===== src/rp_pkg.sv =====
`default_nettype none

package rp_pkg;

  ////////////////////////////////////////////////////////////////////
  // converter widths and sample types
  ////////////////////////////////////////////////////////////////////

  localparam int ADC_RAW_W = 16;  // adc pin word, two low bits reserved
  localparam int SAMPLE_W  = 14;  // converter resolution

  typedef logic signed [SAMPLE_W-1:0] sample_t;  // two's complement
  typedef logic        [SAMPLE_W-1:0] raw_t;     // offset, negative slope

  typedef struct packed {
    sample_t ch_a;
    sample_t ch_b;
  } sample_pair_t;

  typedef struct packed {
    raw_t ch_a;
    raw_t ch_b;
  } raw_pair_t;

  typedef struct packed {
    logic [ADC_RAW_W-1:0] ch_a;
    logic [ADC_RAW_W-1:0] ch_b;
  } adc_raw_pair_t;

  ////////////////////////////////////////////////////////////////////
  // system bus, region map and housekeeping offsets
  ////////////////////////////////////////////////////////////////////

  localparam int N_REGIONS  = 8;   // 1 MiB each
  localparam int REGION_LSB = 20;  // region index on addr 22..20

  typedef logic [2:0] region_t;

  localparam region_t HK_REGION = 3'd0;

  typedef struct packed {
    logic [31:0] addr;
    logic [31:0] wdata;
    logic [3:0]  sel;    // byte select
    logic        wen;    // single-cycle write strobe
    logic        ren;    // single-cycle read strobe
  } sys_req_t;

  typedef struct packed {
    logic [31:0] rdata;
    logic        err;
    logic        ack;
  } sys_rsp_t;

  // offsets inside a region, addr 19..0
  localparam logic [REGION_LSB-1:0] HK_OFS_ID   = 20'h00000;
  localparam logic [REGION_LSB-1:0] HK_OFS_LOOP = 20'h00004;
  localparam logic [REGION_LSB-1:0] HK_OFS_LED  = 20'h00030;

  localparam logic [31:0] HK_ID_VALUE = 32'h5250_0001;  // board id word

endpackage

`default_nettype wire


===== src/rp_sys_ctrl.sv =====
`timescale 1ns/1ps
`default_nettype none

module rp_sys_ctrl
  import rp_pkg::*;
(
  input  wire      adc_clk,
  input  wire      rst_n_i,       // external reset, active low
  input  wire      pll_locked_i,
  input  sys_req_t sys_req_i,     // from bus master
  input  sys_rsp_t hk_rsp_i,      // region 0 answer
  output logic     core_rst_n_o,
  output sys_req_t hk_req_o,      // strobes gated to region 0
  output sys_rsp_t sys_rsp_o
);

  ////////////////////////////////////////////////////////////////////
  // reset conditioning
  ////////////////////////////////////////////////////////////////////

  logic [1:0] rst_sync;  // two stage release

  // async assert from pin, lock loss clears both stages at once
  always_ff @(posedge adc_clk or negedge rst_n_i)
  begin
    if (!rst_n_i)
      rst_sync <= 2'b00;
    else if (!pll_locked_i)
      rst_sync <= 2'b00;  // assert on next edge
    else
      rst_sync <= {rst_sync[0], 1'b1};
  end

  assign core_rst_n_o = rst_sync[1];

  ////////////////////////////////////////////////////////////////////
  // region decode and response mux
  ////////////////////////////////////////////////////////////////////

  region_t              region;
  logic [N_REGIONS-1:0] region_cs;  // one-hot chip select

  assign region    = sys_req_i.addr[REGION_LSB +: $bits(region_t)];
  assign region_cs = N_REGIONS'(1) << region;

  // address and data pass through, strobes only when hk is selected
  always_comb
  begin
    hk_req_o     = sys_req_i;
    hk_req_o.wen = sys_req_i.wen & region_cs[HK_REGION];
    hk_req_o.ren = sys_req_i.ren & region_cs[HK_REGION];
  end

  always_comb
  begin
    if (region_cs[HK_REGION])
      sys_rsp_o = hk_rsp_i;
    else
    begin
      // regions 1..7 unpopulated, ack right away with zero data
      sys_rsp_o.rdata = '0;
      sys_rsp_o.err   = 1'b0;
      sys_rsp_o.ack   = 1'b1;
    end
  end

  // hk ack always traces back to a routed strobe one cycle earlier
  a_hk_ack_after_strobe : assert property (
    @(posedge adc_clk) disable iff (!core_rst_n_o)
    hk_rsp_i.ack |-> $past(hk_req_o.wen | hk_req_o.ren)
  );

endmodule

`default_nettype wire


===== src/rp_hk_regs.sv =====
`timescale 1ns/1ps
`default_nettype none

module rp_hk_regs
  import rp_pkg::*;
(
  input  wire        adc_clk,
  input  wire        core_rst_n_i,
  input  sys_req_t   hk_req_i,        // strobes already gated to region 0
  output sys_rsp_t   hk_rsp_o,
  output logic       digital_loop_o,  // dac samples into adc path
  output logic [7:0] led_o
);

  logic [REGION_LSB-1:0] ofs;
  logic                  strobe;
  logic                  ofs_hit;  // one of the three mapped words
  logic [31:0]           rd_mux;

  assign ofs    = hk_req_i.addr[REGION_LSB-1:0];
  assign strobe = hk_req_i.wen | hk_req_i.ren;

  // offset decode and read mux
  always_comb
  begin
    ofs_hit = 1'b1;
    rd_mux  = '0;
    case (ofs)
      HK_OFS_ID   : rd_mux = HK_ID_VALUE;
      HK_OFS_LOOP : rd_mux = {31'd0, digital_loop_o};
      HK_OFS_LED  : rd_mux = {24'd0, led_o};
      default     : ofs_hit = 1'b0;  // unmapped, zero data with err
    endcase
  end

  ////////////////////////////////////////////////////////////////////
  // writable registers
  ////////////////////////////////////////////////////////////////////

  always_ff @(posedge adc_clk or negedge core_rst_n_i)
  begin
    if (!core_rst_n_i)
    begin
      digital_loop_o <= 1'b0;
      led_o          <= 8'h00;
    end
    else if (hk_req_i.wen)
    begin
      if (ofs == HK_OFS_LOOP)
        digital_loop_o <= hk_req_i.wdata[0];
      if (ofs == HK_OFS_LED)
        led_o <= hk_req_i.wdata[7:0];
      // id is read-only, writes there are dropped
    end
  end

  // response, one cycle after the strobe
  always_ff @(posedge adc_clk or negedge core_rst_n_i)
  begin
    if (!core_rst_n_i)
      hk_rsp_o <= '0;
    else
    begin
      hk_rsp_o.ack   <= strobe;
      hk_rsp_o.err   <= strobe & ~ofs_hit;
      hk_rsp_o.rdata <= hk_req_i.ren ? rd_mux : 32'd0;  // zero unless read
    end
  end

  // bus master must never strobe read and write together
  a_no_rw_overlap : assert property (
    @(posedge adc_clk) disable iff (!core_rst_n_i)
    !(hk_req_i.wen && hk_req_i.ren)
  );

endmodule

`default_nettype wire


===== src/rp_adc_frontend.sv =====
`timescale 1ns/1ps
`default_nettype none

module rp_adc_frontend
  import rp_pkg::*;
(
  input  wire           adc_clk,
  input  wire           core_rst_n_i,
  input  adc_raw_pair_t adc_dat_i,       // pin words, 2 lsbs reserved
  input  sample_pair_t  dac_smp_i,       // loopback source
  input  wire           digital_loop_i,
  output sample_pair_t  adc_smp_o
);

  raw_pair_t    adc_reg;  // input registers, pin coding
  sample_pair_t adc_cnv;

  ////////////////////////////////////////////////////////////////////
  // capture, top 14 bits only
  ////////////////////////////////////////////////////////////////////

  always_ff @(posedge adc_clk or negedge core_rst_n_i)
  begin
    if (!core_rst_n_i)
      adc_reg <= '0;
    else
    begin
      adc_reg.ch_a <= adc_dat_i.ch_a[ADC_RAW_W-1 -: SAMPLE_W];
      adc_reg.ch_b <= adc_dat_i.ch_b[ADC_RAW_W-1 -: SAMPLE_W];
    end
  end

  // negative slope offset code to two's complement
  assign adc_cnv.ch_a = {adc_reg.ch_a[SAMPLE_W-1], ~adc_reg.ch_a[SAMPLE_W-2:0]};
  assign adc_cnv.ch_b = {adc_reg.ch_b[SAMPLE_W-1], ~adc_reg.ch_b[SAMPLE_W-2:0]};

  // loopback bypasses the capture registers
  assign adc_smp_o = digital_loop_i ? dac_smp_i : adc_cnv;

endmodule

`default_nettype wire


===== src/rp_dac_frontend.sv =====
`timescale 1ns/1ps
`default_nettype none

module rp_dac_frontend
  import rp_pkg::*;
(
  input  wire          adc_clk,
  input  wire          core_rst_n_i,
  input  sample_pair_t dac_smp_i,    // two's complement in
  output raw_pair_t    dac_dat_o,    // pin coding out
  output logic         dac_rst_o     // converter reset, active high
);

  raw_pair_t dac_cnv;

  ////////////////////////////////////////////////////////////////////
  // code conversion and output register
  ////////////////////////////////////////////////////////////////////

  // sign kept, magnitude bits flipped for negative slope
  assign dac_cnv.ch_a = {dac_smp_i.ch_a[SAMPLE_W-1], ~dac_smp_i.ch_a[SAMPLE_W-2:0]};
  assign dac_cnv.ch_b = {dac_smp_i.ch_b[SAMPLE_W-1], ~dac_smp_i.ch_b[SAMPLE_W-2:0]};

  always_ff @(posedge adc_clk or negedge core_rst_n_i)
  begin
    if (!core_rst_n_i)
      dac_dat_o <= '0;  // quiet pins in reset
    else
      dac_dat_o <= dac_cnv;
  end

  // follows core reset without delay
  assign dac_rst_o = ~core_rst_n_i;

  // converter never sees data while held in reset
  a_dac_quiet_in_rst : assert property (
    @(posedge adc_clk)
    dac_rst_o |-> (dac_dat_o == '0)
  );

endmodule

`default_nettype wire


===== src/rp_analog_top.sv =====
`timescale 1ns/1ps
`default_nettype none

module rp_analog_top
  import rp_pkg::*;
(
  input  wire           adc_clk,
  input  wire           rst_n_i,
  input  wire           pll_locked_i,
  // register bus
  input  sys_req_t      sys_req_i,
  output sys_rsp_t      sys_rsp_o,
  // converters
  input  adc_raw_pair_t adc_dat_i,
  input  sample_pair_t  dac_smp_i,     // from outside, replaces dsp
  output sample_pair_t  adc_smp_o,
  output raw_pair_t     dac_dat_o,
  output logic          dac_rst_o,
  // board
  output logic [7:0]    led_o
);

  logic     core_rst_n;
  sys_req_t hk_req;       // region 0 request
  sys_rsp_t hk_rsp;
  logic     digital_loop;

  ////////////////////////////////////////////////////////////////////
  // reset and bus fabric
  ////////////////////////////////////////////////////////////////////

  rp_sys_ctrl i_sys_ctrl (
    .adc_clk      (adc_clk),
    .rst_n_i      (rst_n_i),
    .pll_locked_i (pll_locked_i),
    .sys_req_i    (sys_req_i),
    .hk_rsp_i     (hk_rsp),
    .core_rst_n_o (core_rst_n),
    .hk_req_o     (hk_req),
    .sys_rsp_o    (sys_rsp_o)
  );

  // housekeeping, region 0
  rp_hk_regs i_hk (
    .adc_clk        (adc_clk),
    .core_rst_n_i   (core_rst_n),
    .hk_req_i       (hk_req),
    .hk_rsp_o       (hk_rsp),
    .digital_loop_o (digital_loop),
    .led_o          (led_o)
  );

  ////////////////////////////////////////////////////////////////////
  // analog datapath
  ////////////////////////////////////////////////////////////////////

  rp_adc_frontend i_adc (
    .adc_clk        (adc_clk),
    .core_rst_n_i   (core_rst_n),
    .adc_dat_i      (adc_dat_i),
    .dac_smp_i      (dac_smp_i),     // loopback tap
    .digital_loop_i (digital_loop),
    .adc_smp_o      (adc_smp_o)
  );

  rp_dac_frontend i_dac (
    .adc_clk      (adc_clk),         // single domain, dac runs on adc clock
    .core_rst_n_i (core_rst_n),
    .dac_smp_i    (dac_smp_i),
    .dac_dat_o    (dac_dat_o),
    .dac_rst_o    (dac_rst_o)
  );

endmodule

`default_nettype wire


===== config.mk =====
export PLATFORM = sky130hd
export DESIGN_NAME = rp_analog_top
export DESIGN_NICKNAME = d
export VERILOG_FILES = /design/src/rp_pkg.sv /design/src/rp_sys_ctrl.sv /design/src/rp_hk_regs.sv /design/src/rp_adc_frontend.sv /design/src/rp_dac_frontend.sv /design/src/rp_analog_top.sv
export SDC_FILE = /design/constraint.sdc
export NUM_CORES = 1
export LEC_CHECK = 0
export BUFFER_PORTS_ARGS = -buffer_cell sky130_fd_sc_hd__buf_2
export CAP_MARGIN = 20
export CORE_MARGIN = 3
export CORE_UTILIZATION = 42
export DETAILED_ROUTE_END_ITERATION = 7
export GPL_TIMING_DRIVEN = 0
export PLACE_DENSITY = 0.91
export SYNTH_ARGS = -nofsm -noshare
export SYNTH_HDL_FRONTEND = slang
export SYNTH_SLANG_ARGS = --single-unit
export TNS_END_PERCENT = 5

===== constraint.sdc =====
create_clock -name adc_clk -period 8.2 [get_ports adc_clk]
set_clock_uncertainty 0.05 [all_clocks]
set_input_delay 2.05 -clock adc_clk [delete_from_list [all_inputs] [get_ports adc_clk]]
set_output_delay 2.05 -clock adc_clk [all_outputs]
set_load 0.01 [all_outputs]

==> flow_metrics.env, run 1 <==
export IMPL_outcome="finished, final reports clean"
export IMPL_fin_nets=573
export IMPL_clk_latency_ps=330
export IMPL_h_tree_depth=3
export IMPL_synthDistinctLibCells=29
export IMPL_cts_root_buf="clkbuf_8"
export IMPL_grt_start_max_net_pins=78
export IMPL_synth_edf_count=0
export IMPL_drcViolationCount=0
export IMPL_antenna_found_initial=1
export IMPL_cts_num_sinks=78
export IMPL_synth_top_area_cell="dfrtp_1"
export IMPL_post_synth_top_count_cell="dfrtp_1"
export IMPL_worstHoldEndpoint="i_sys_ctrl.rst_sync[1]"
export IMPL_yosys_warnings=0
export IMPL_holdCritPathClass="reg2reg"
export IMPL_holdBufCountCts=0
export IMPL_reg2reg_to="i_hk.hk_rsp_o[2]"
export IMPL_drtIter0Drc=85
export IMPL_rsz0062_at_grt="no"
export IMPL_fillerInstances=569
export IMPL_synth_area_top_cells="dfrtp_1 (65%), buf_4 (5.8%), mux2_4 (4.0%)"
export IMPL_grt_pass1_wl_um=11300
export IMPL_ios=232
export IMPL_drt_pass1_iter_count=4
export IMPL_rows=30
export IMPL_yosys_area_top_type_share=0.652
export IMPL_vdd_drop_max_uv=112
export IMPL_grt_ovfl_total=0
export IMPL_setup_viol=0
export IMPL_drive_gt1_frac=0.517
export IMPL_fin_crit_sh=0.658
export IMPL_max_cap_viol_count=0
export IMPL_wire_per_inst_um=12.9
export IMPL_slew_viol_final=0
export IMPL_critPathCaptureType="primary output"
export IMPL_rrSetupSlack_ps=6790
export IMPL_arrival_ps=3300
export IMPL_synthTopCellsByCount="dfrtp_1 (78), inv_1 (27), buf_4 (23), nand2_1 (23), o21ai_0 (20)"
export IMPL_async_reset_ff_frac=1.00
export IMPL_vias_per_cell=4.26
export IMPL_cts_setup_buffers=0
export IMPL_fin_tns_setup_ps=0
export IMPL_antenna_cells=0
export IMPL_routed_wl_um=6970
export IMPL_fmaxAchievable_ghz=0.185
export IMPL_crit_path_max_fanout=10
export IMPL_cts_max_path_buffers=2
export IMPL_area_growth_syn_to_layout_pct=41.4
export IMPL_largest_reg_flops=28
export IMPL_critPathLaunchType="primary input"
export IMPL_cp_required_ps=6100
export IMPL_grt_usage=0.174
export IMPL_ant_nets=0
export IMPL_die_height_um=90.4
export IMPL_dieArea_mm2=0.00817
export IMPL_port_buffers=171
export IMPL_syn_area_per_cell_um2=12.5
export IMPL_synth_ff_latch_count=78
export IMPL_grt_pass1_vias=2360
export IMPL_cts_buffers=9
export IMPL_clk_pin_slew_ps=80
export IMPL_synthFlopType="dfrtp_1"
export IMPL_maxSlewHeadroom=0.364
export IMPL_die_w_um=90.4
export IMPL_cts_resized=0
export IMPL_critPathKind="in2out"
export IMPL_whs_ps=404
export IMPL_power_density_mw_per_mm2=179
export IMPL_worstRegToRegCells=3
export IMPL_cellLeakagePower_nw=2.34
export IMPL_finalHoldViolations=0
export IMPL_post_dp_hpwl_um=5600
export IMPL_ys_seq_area_frac=0.652
export IMPL_finalCriticalPeriod_ps=5400
export IMPL_gp_congestion=0.848
export IMPL_r2r_start="i_hk.digital_loop_o"
export IMPL_cts_tree="yes"
export IMPL_tightest_slew_ps=954
export IMPL_hold_depth=1
export IMPL_syn_area_mm2=0.00299
export IMPL_core_mm2=0.00683
export IMPL_min_from="i_sys_ctrl.rst_sync[0]"
export IMPL_start_util=0.438
export IMPL_synthCells=240
export IMPL_vias=2306
[worst max-delay path, stage by stage]
cell and delay (ps):
buf_2 100, nor3_2 370, clkbuf_1 280, and2_1 250, buf_4 130, buf_2 110
[final cells by class]
type / count / area (um2) / area share
inverter: 27 / 101 / 0.0240
clock inverter: 6 / 62.6 / 0.0148
buffer: 29 / 195 / 0.0462
clock buffer: 10 / 128 / 0.0302
multi-input combinational: 124 / 811 / 0.192
timing repair buffer: 171 / 856 / 0.202
sequential: 78 / 1960 / 0.462
tap: 96 / 120 / 0.0284
[report_power, final]
group | internal, mW | total [mW] | switching, mW
combinational | 0.0356 | 0.0709 | 0.0353
sequential | 0.399 | 0.409 | 0.0104
clock | 0.140 | 0.275 | 0.135
total | 0.574 | 0.755 | 0.181
[routing by layer]
layer | vias to the layer above | routed length, um | GRT usage
met4 | 2 | 131 | 0.0702
met2 | 114 | 3770 | 0.317
met1 | 1060 | 2480 | 0.179
li1 | 1115 | - | -
met3 | 15 | 578 | 0.0650
met5 | - | 11 | 0
[how the worst max path moves through the flow]
| stage | from | slack [ps] | cells past startpoint | endpoint |
|---|---|---|---|---|
| after CTS | sys_req_i[60] | 2760 | 6 | sys_rsp_o[30] |
| after global routing | sys_req_i[60] | 2660 | 6 | sys_rsp_o[27] |
| final | sys_req_i[60] | 2800 | 6 | sys_rsp_o[30] |
| after detailed placement | sys_req_i[60] | 2770 | 6 | sys_rsp_o[30] |
| after floorplan | sys_req_i[60] | 3130 | 4 | sys_rsp_o[24] |
| after global placement | sys_req_i[60] | 2860 | 6 | sys_rsp_o[24] |
[logic make-up after synthesis]
family | count (synthesis) | synth area share
simple gates | 63 | 0.132
compound gates | 25 | 0.0435
buf+inv | 56 | 0.0991
mux | 17 | 0.0715
flops | 78 | 0.652
other cells | 1 | 0.00125
[metrics by stage]
step	worst slack [ps]	cells	total power, mW	util	instance area (um2)
finish	2800	541	0.755	0.619	4230
CTS	2760	541	0.761	0.619	4230
global route	2660	541	0.789	0.619	4230
detailed placement	2770	525	0.489	0.591	4040
global placement	2860	525	0.485	0.591	4040
floorplan	3130	258	0.444	-	3060
[cells in the final DEF (no fill, tap or decap), drive strengths merged, types with 3 or more instances in the layout]
cell type  synthesis  layout
buf               24     195
dfrtp             78      78
inv               27      27
nand2             23      23
o21ai             20      20
conb               1      19
and2              18      18
clkbuf             5      15
mux2              11      11
mux2i              6       6
nor3               6       6
nor2               3       3
nor4               3       3
a21oi              3       3
clkinvlp           0       3
(Power assumes the default switching activity.)
==> run 2, diff against run 1 <==
- ABC_AREA: unset -> 1
- CORE_UTILIZATION: 42 -> 36
- PLACE_DENSITY: 0.91 -> 0.83
- clock period: 8.2 -> 4.9 ns (I/O delays scaled with it)
==> run 2 against run 1 <==
Net effect:
- sequential cell count stayed put
- utilization decreased by 7.7 points
- first-iteration DRC count decreased by 7.1%
- hold slack gained 10 ps
- power is 78% higher
- non-clock buffer count rose by 1
- via count increased by 11%
- critical endpoint is now sys_rsp_o[32]
==> flow_metrics.env, run 2 <==
export IMPL_antenna_cells=0
export IMPL_cellLeakagePower_nw=2.46
export IMPL_syn_area_per_cell_um2=9.88
export IMPL_port_buffers=171
export IMPL_tightest_slew_ps=962
export IMPL_wire_per_inst_um=12.6
export IMPL_synthCells=307
export IMPL_fmaxAchievable_ghz=0.275
export IMPL_p_sw_mw=0.312
export IMPL_yosys_area_top_type_share=0.643
export IMPL_crit_path_max_fanout=10
export IMPL_finalHoldViolations=0
export IMPL_synthTopCellsByCount="dfrtp_1 (78), nand2_1 (62), inv_1 (50)"
export IMPL_power_internal_mw=1.03
export IMPL_setup_viol=0
export IMPL_clk_pin_slew_ps=80
export IMPL_clk_latency_ps=330
export IMPL_h_tree_depth=3
export IMPL_area_growth_syn_to_layout_pct=42.4
export IMPL_min_from="i_sys_ctrl.rst_sync[0]"
export IMPL_final_cell_mix="buf_2 (172), dfrtp_1 (77), nand2_1 (62), inv_1 (50), nor2_1 (31)"
export IMPL_cts_setup_buffers=0
export IMPL_finalCriticalPeriod_ps=3630
export IMPL_syn_area_mm2=0.00303
export IMPL_rrSetupSlack_ps=3740
export IMPL_grt_ovfl_total=0
export IMPL_fin_nets=640
export IMPL_antenna_found_initial=0
export IMPL_largest_reg_flops=28
export IMPL_cts_buffers=9
export IMPL_seq_power_share=0.511
export IMPL_drt_pass1_iter_count=4
export IMPL_synth_top_area_cell="dfrtp_1"
export IMPL_grt_pass1_wl_um=12300
export IMPL_ys_seq_area_frac=0.643
export IMPL_cp_required_ps=3620
export IMPL_cts_max_path_buffers=2
export IMPL_cts_resized=0
export IMPL_grt_usage=0.161
export IMPL_arrival_ps=2360
export IMPL_p_clk_frac=0.401
export IMPL_power_mw=1.34
export IMPL_reg2reg_to="i_dac.dac_dat_o[16]"
export IMPL_cts_tree="yes"
export IMPL_routed_wl_um=7760
export IMPL_fin_cells=614
export IMPL_ios=232
export IMPL_maxSlewHeadroom=0.359
export IMPL_drtIter0Drc=79
export IMPL_dieArea_mm2=0.00957
export IMPL_fin_tns_setup_ps=0
export IMPL_power_density_mw_per_mm2=311
export IMPL_power_share_combinational=0.088
export IMPL_vdd_drop_max_uv=230
export IMPL_die_height_um=97.8
export IMPL_drcViolationCount=0
export IMPL_rsz0062_at_grt="no"
export IMPL_worstRegToRegCells=0
export IMPL_synthFlopType="dfrtp_1"
export IMPL_vias=2566
export IMPL_max_cap_viol_count=0
export IMPL_multi_input_area_um2=758
export IMPL_slew_viol_final=0
export IMPL_final_common_cell="buf_2"
export IMPL_fin_crit_sh=0.742
export IMPL_critPathKind="in2out"
export IMPL_holdCritPathClass="reg2reg"
export IMPL_vias_per_cell=4.18
export IMPL_place_area_mm2=0.00409
export IMPL_synth_edf_count=0
export IMPL_hold_depth=2
export IMPL_die_w_um=97.8
export IMPL_fillerInstances=724
export IMPL_holdBufCountCts=0
export IMPL_gp_congestion=0.887
export IMPL_swShare=0.232
export IMPL_grt_pass1_vias=2619
export IMPL_post_dp_hpwl_um=6260
export IMPL_critPathCaptureType="primary output"
export IMPL_placedCellCount=598
export IMPL_stdcell_area_mm2=0.00432
export IMPL_start_util=0.381
export IMPL_core_mm2=0.00797
export IMPL_rows=32
export IMPL_critPathLaunchType="primary input"
export IMPL_cts_num_sinks=78
export IMPL_pre_cts_ws_ps=1230
export IMPL_synth_ff_latch_count=78
export IMPL_synthDistinctLibCells=25
export IMPL_worst_slack_ps=1270
export IMPL_post_synth_top_count_cell="dfrtp_1"
export IMPL_register_area_mm2=0.00196
export IMPL_drive_gt1_frac=0.441
export IMPL_async_reset_ff_frac=1.00
export IMPL_grt_start_max_net_pins=78
export IMPL_synth_area_top_cells="dfrtp_1 (64%), nand2_1 (7.7%), inv_1 (6.2%)"
export IMPL_ant_nets=0
export IMPL_cts_root_buf="clkbuf_8"
export IMPL_yosys_warnings=0
export IMPL_r2r_start="i_sys_ctrl.rst_sync[1]"
export IMPL_worstHoldEndpoint="i_sys_ctrl.rst_sync[1]"
export IMPL_outcome="finished, final reports clean"
run 2: layer usage:
| layer | wire length (um) | global-route usage | share of wire |
|---|---|---|---|
| met1 | 3060 | 0.186 | 0.39 |
| met2 | 3930 | 0.278 | 0.51 |
| met3 | 543 | 0.0443 | 0.070 |
| met4 | 218 | 0.0756 | 0.028 |
| met5 | 0 | 0 | 0 |
run 2: cell families after synthesis:
| family | count (synthesis) | synth area share |
|---|---|---|
| simple gates | 116 | 0.170 |
| other cells | 1 | 0.00124 |
| mux | 2 | 0.00742 |
| compound gates | 29 | 0.0491 |
| flops | 78 | 0.643 |
| buf+inv | 81 | 0.129 |
run 2: how the worst max path moves through the flow:
stage          depth (start not counted)       endpoint  slack [ps]              startpoint
2_1_floorplan                          1      dac_rst_o        1390  i_sys_ctrl.rst_sync[1]
3_3_place_gp                           2      dac_rst_o         900  i_sys_ctrl.rst_sync[1]
3_5_place_dp                           7  sys_rsp_o[32]        1230           sys_req_i[60]
4_1_cts                                7  sys_rsp_o[32]        1230           sys_req_i[60]
5_1_grt                                7  sys_rsp_o[32]        1110           sys_req_i[60]
6_report                               7  sys_rsp_o[32]        1270           sys_req_i[60]
run 2: power by group through the flow:
| stage | sequential (mW) | combinational, mW | clock, mW |
|---|---|---|---|
| 2_1_floorplan | 0.701 | 0.0442 | 0 |
| 3_5_place_dp | 0.700 | 0.119 | 0 |
| 3_3_place_gp | 0.698 | 0.116 | 0 |
| 4_1_cts | 0.687 | 0.119 | 0.553 |
| 5_1_grt | 0.691 | 0.132 | 0.588 |
| 6_report | 0.686 | 0.119 | 0.539 |
run 2: layout make-up:
class,instances,area share
flip-flops and latches,78,0.453
well taps,102,0.0295
plain buffers,30,0.0463
clock buffers,10,0.0319
repair buffers,171,0.198
clock inverters,6,0.0217
multi-input cells,166,0.175
inverters,51,0.0443
run 2: worst max-delay path: stages:
cell and delay, ps:
buf_2 100, nor2_1 130, nand2_1 130, clkbuf_1 230, nor2_1 270, buf_4 160
buf_2 110
run 2: per-stage QoR:
step,hold slack [ps],utilization
floorplan,362,-
global placement,374,0.513
detailed placement,402,0.513
CTS,421,0.542
global route,447,0.542
finish,414,0.542
==> run 3, diff against run 2 <==
- CORE_UTILIZATION: 36 -> 40
- PLACE_DENSITY: 0.83 -> 0.87
- clock period: 4.9 -> 3.4 ns (I/O delays scaled with it)
==> run 3 against run 2 <==
Net effect:
- clock power grew 13%
- critical path type unchanged
- sequential share of layout area grew 0.57 points
- sequential power grew 44%
- routed wire length shrank 2.7%
- utilization grew 4.3 points
- global-route usage grew 1.5 points
==> flow_metrics.env, run 3 (same netlist as run 2, synthesis figures left out) <==
export IMPL_outcome="finished, final reports clean"
export IMPL_worst_slack_ps=510
export IMPL_port_buffers=171
export IMPL_start_util=0.416
export IMPL_h_tree_depth=3
export IMPL_cp_required_ps=2500
export IMPL_rsz0062_at_grt="no"
export IMPL_largest_reg_flops=28
export IMPL_cts_tree="yes"
export IMPL_wire_per_inst_um=12.3
export IMPL_fin_crit_sh=0.850
export IMPL_fmaxAchievable_ghz=0.346
export IMPL_cts_root_buf="clkbuf_8"
export IMPL_final_util=0.585
export IMPL_whs_ps=231
export IMPL_grt_start_max_net_pins=78
export IMPL_power_share_combinational=0.097
export IMPL_max_cap_viol_count=0
export IMPL_core_mm2=0.00729
export IMPL_die_w_um=93.1
export IMPL_final_cell_mix="buf_2 (172), dfrtp_1 (77), nand2_1 (62), inv_1 (50), nor2_1 (31)"
export IMPL_fillerInstances=650
export IMPL_cellLeakagePower_nw=2.43
export IMPL_ant_nets=0
export IMPL_finalHoldViolations=0
export IMPL_antenna_found_initial=1
export IMPL_post_dp_hpwl_um=6180
export IMPL_arrival_ps=1990
export IMPL_critPathCaptureType="primary output"
export IMPL_clk_pin_slew_ps=80
export IMPL_power_internal_mw=1.32
export IMPL_rrSetupSlack_ps=2250
export IMPL_power_density_mw_per_mm2=415
export IMPL_critPathLaunchType="primary input"
export IMPL_gp_congestion=0.807
export IMPL_critPathMaxStageDelay_ps=280
export IMPL_crit_path_max_fanout=10
export IMPL_drtIter0Drc=82
export IMPL_grt_usage=0.176
export IMPL_fin_tns_setup_ps=0
export IMPL_cts_max_path_buffers=2
export IMPL_vias=2572
export IMPL_holdCritPathClass="in2async"
export IMPL_vdd_drop_max_uv=312
export IMPL_holdBufCountCts=0
export IMPL_clk_latency_ps=330
export IMPL_seq_power_share=0.558
export IMPL_rows=31
export IMPL_swShare=0.254
export IMPL_fin_nets=640
export IMPL_routed_wl_um=7540
export IMPL_antenna_cells=0
export IMPL_tightest_slew_ps=943
export IMPL_area_growth_syn_to_layout_pct=40.6
export IMPL_crit_chain="buf_2 -> nor2_1 -> nand2_1 -> clkbuf_1 -> nor2_1 -> buf_4 -> buf_2"
export IMPL_finalCriticalPeriod_ps=2890
export IMPL_cts_setup_buffers=0
export IMPL_p_sw_mw=0.450
export IMPL_cts_resized=0
export IMPL_slew_viol_final=0
export IMPL_drive_gt1_frac=0.441
export IMPL_cts_buffers=9
export IMPL_drcViolationCount=0
export IMPL_die_height_um=93.1
export IMPL_grt_pass1_wl_um=11800
export IMPL_grt_ovfl_total=0
export IMPL_maxSlewHeadroom=0.372
export IMPL_vias_per_cell=4.21
export IMPL_setup_viol=0
export IMPL_cts_num_sinks=78
export IMPL_pre_cts_ws_ps=493
export IMPL_critPathKind="in2out"
export IMPL_p_clk_frac=0.345
export IMPL_dieArea_mm2=0.00867
export IMPL_ios=232
export IMPL_grt_pass1_vias=2535
export IMPL_final_common_cell="buf_2"
export IMPL_drt_pass1_iter_count=4
export IMPL_cp_slowest_cell="nor2_1"
run 3: power by group through the flow:
stage	registers, mW	clock network (mW)	logic, mW
after floorplan	1.01	0	0.0637
after global placement	1.01	0	0.166
after detailed placement	1.01	0	0.171
after CTS	0.990	0.637	0.172
after global routing	0.995	0.678	0.189
final	0.988	0.611	0.171
run 3: worst max-delay path: cells and delay by family:
family | cells | cell delay (ps)
and+or+nand+nor | 3 | 540
buffers and inverters | 4 | 600
run 3: area by class of cell:
| cell class | instances | area, um2 | area share |
|---|---|---|---|
| repair buffers | 171 | 856 | 0.201 |
| inverters | 51 | 191 | 0.0449 |
| clock inverters | 7 | 57.6 | 0.0135 |
| well taps | 99 | 124 | 0.0290 |
| flip-flops and latches | 78 | 1960 | 0.458 |
| multi-input cells | 166 | 758 | 0.178 |
| clock buffers | 9 | 124 | 0.0290 |
| plain buffers | 30 | 200 | 0.0469 |
run 3: worst paths after layout:
path	startpoint	endpoint	cells after the start
worst max-delay path	sys_req_i[60]	sys_rsp_o[27]	7
worst min-delay path	rst_n_i	i_sys_ctrl.rst_sync[1]	1
worst max register to register	i_sys_ctrl.rst_sync[1]	i_dac.dac_dat_o[17]	0
worst min register to register	i_sys_ctrl.rst_sync[0]	i_sys_ctrl.rst_sync[1]	2
max in group asynchronous	i_sys_ctrl.rst_sync[1]	i_dac.dac_dat_o[17]	0
min in group adc_clk	i_sys_ctrl.rst_sync[0]	i_sys_ctrl.rst_sync[1]	2
run 3: metrics by stage:
step / total power [mW] / std cells / instance area, um2
after floorplan: 1.07 / 325 / 3100
after global placement: 1.17 / 595 / 4080
after detailed placement: 1.18 / 595 / 4090
after CTS: 1.80 / 611 / 4270
after global routing: 1.86 / 611 / 4270
final: 1.77 / 611 / 4270
run 3: routing by layer:
metal  track usage  part of all wire  routed length, um
met5             0           0.00093                  7
met4        0.0842             0.024                182
met3        0.0507             0.070                529
met2         0.308              0.54               4070
met1         0.197              0.36               2750
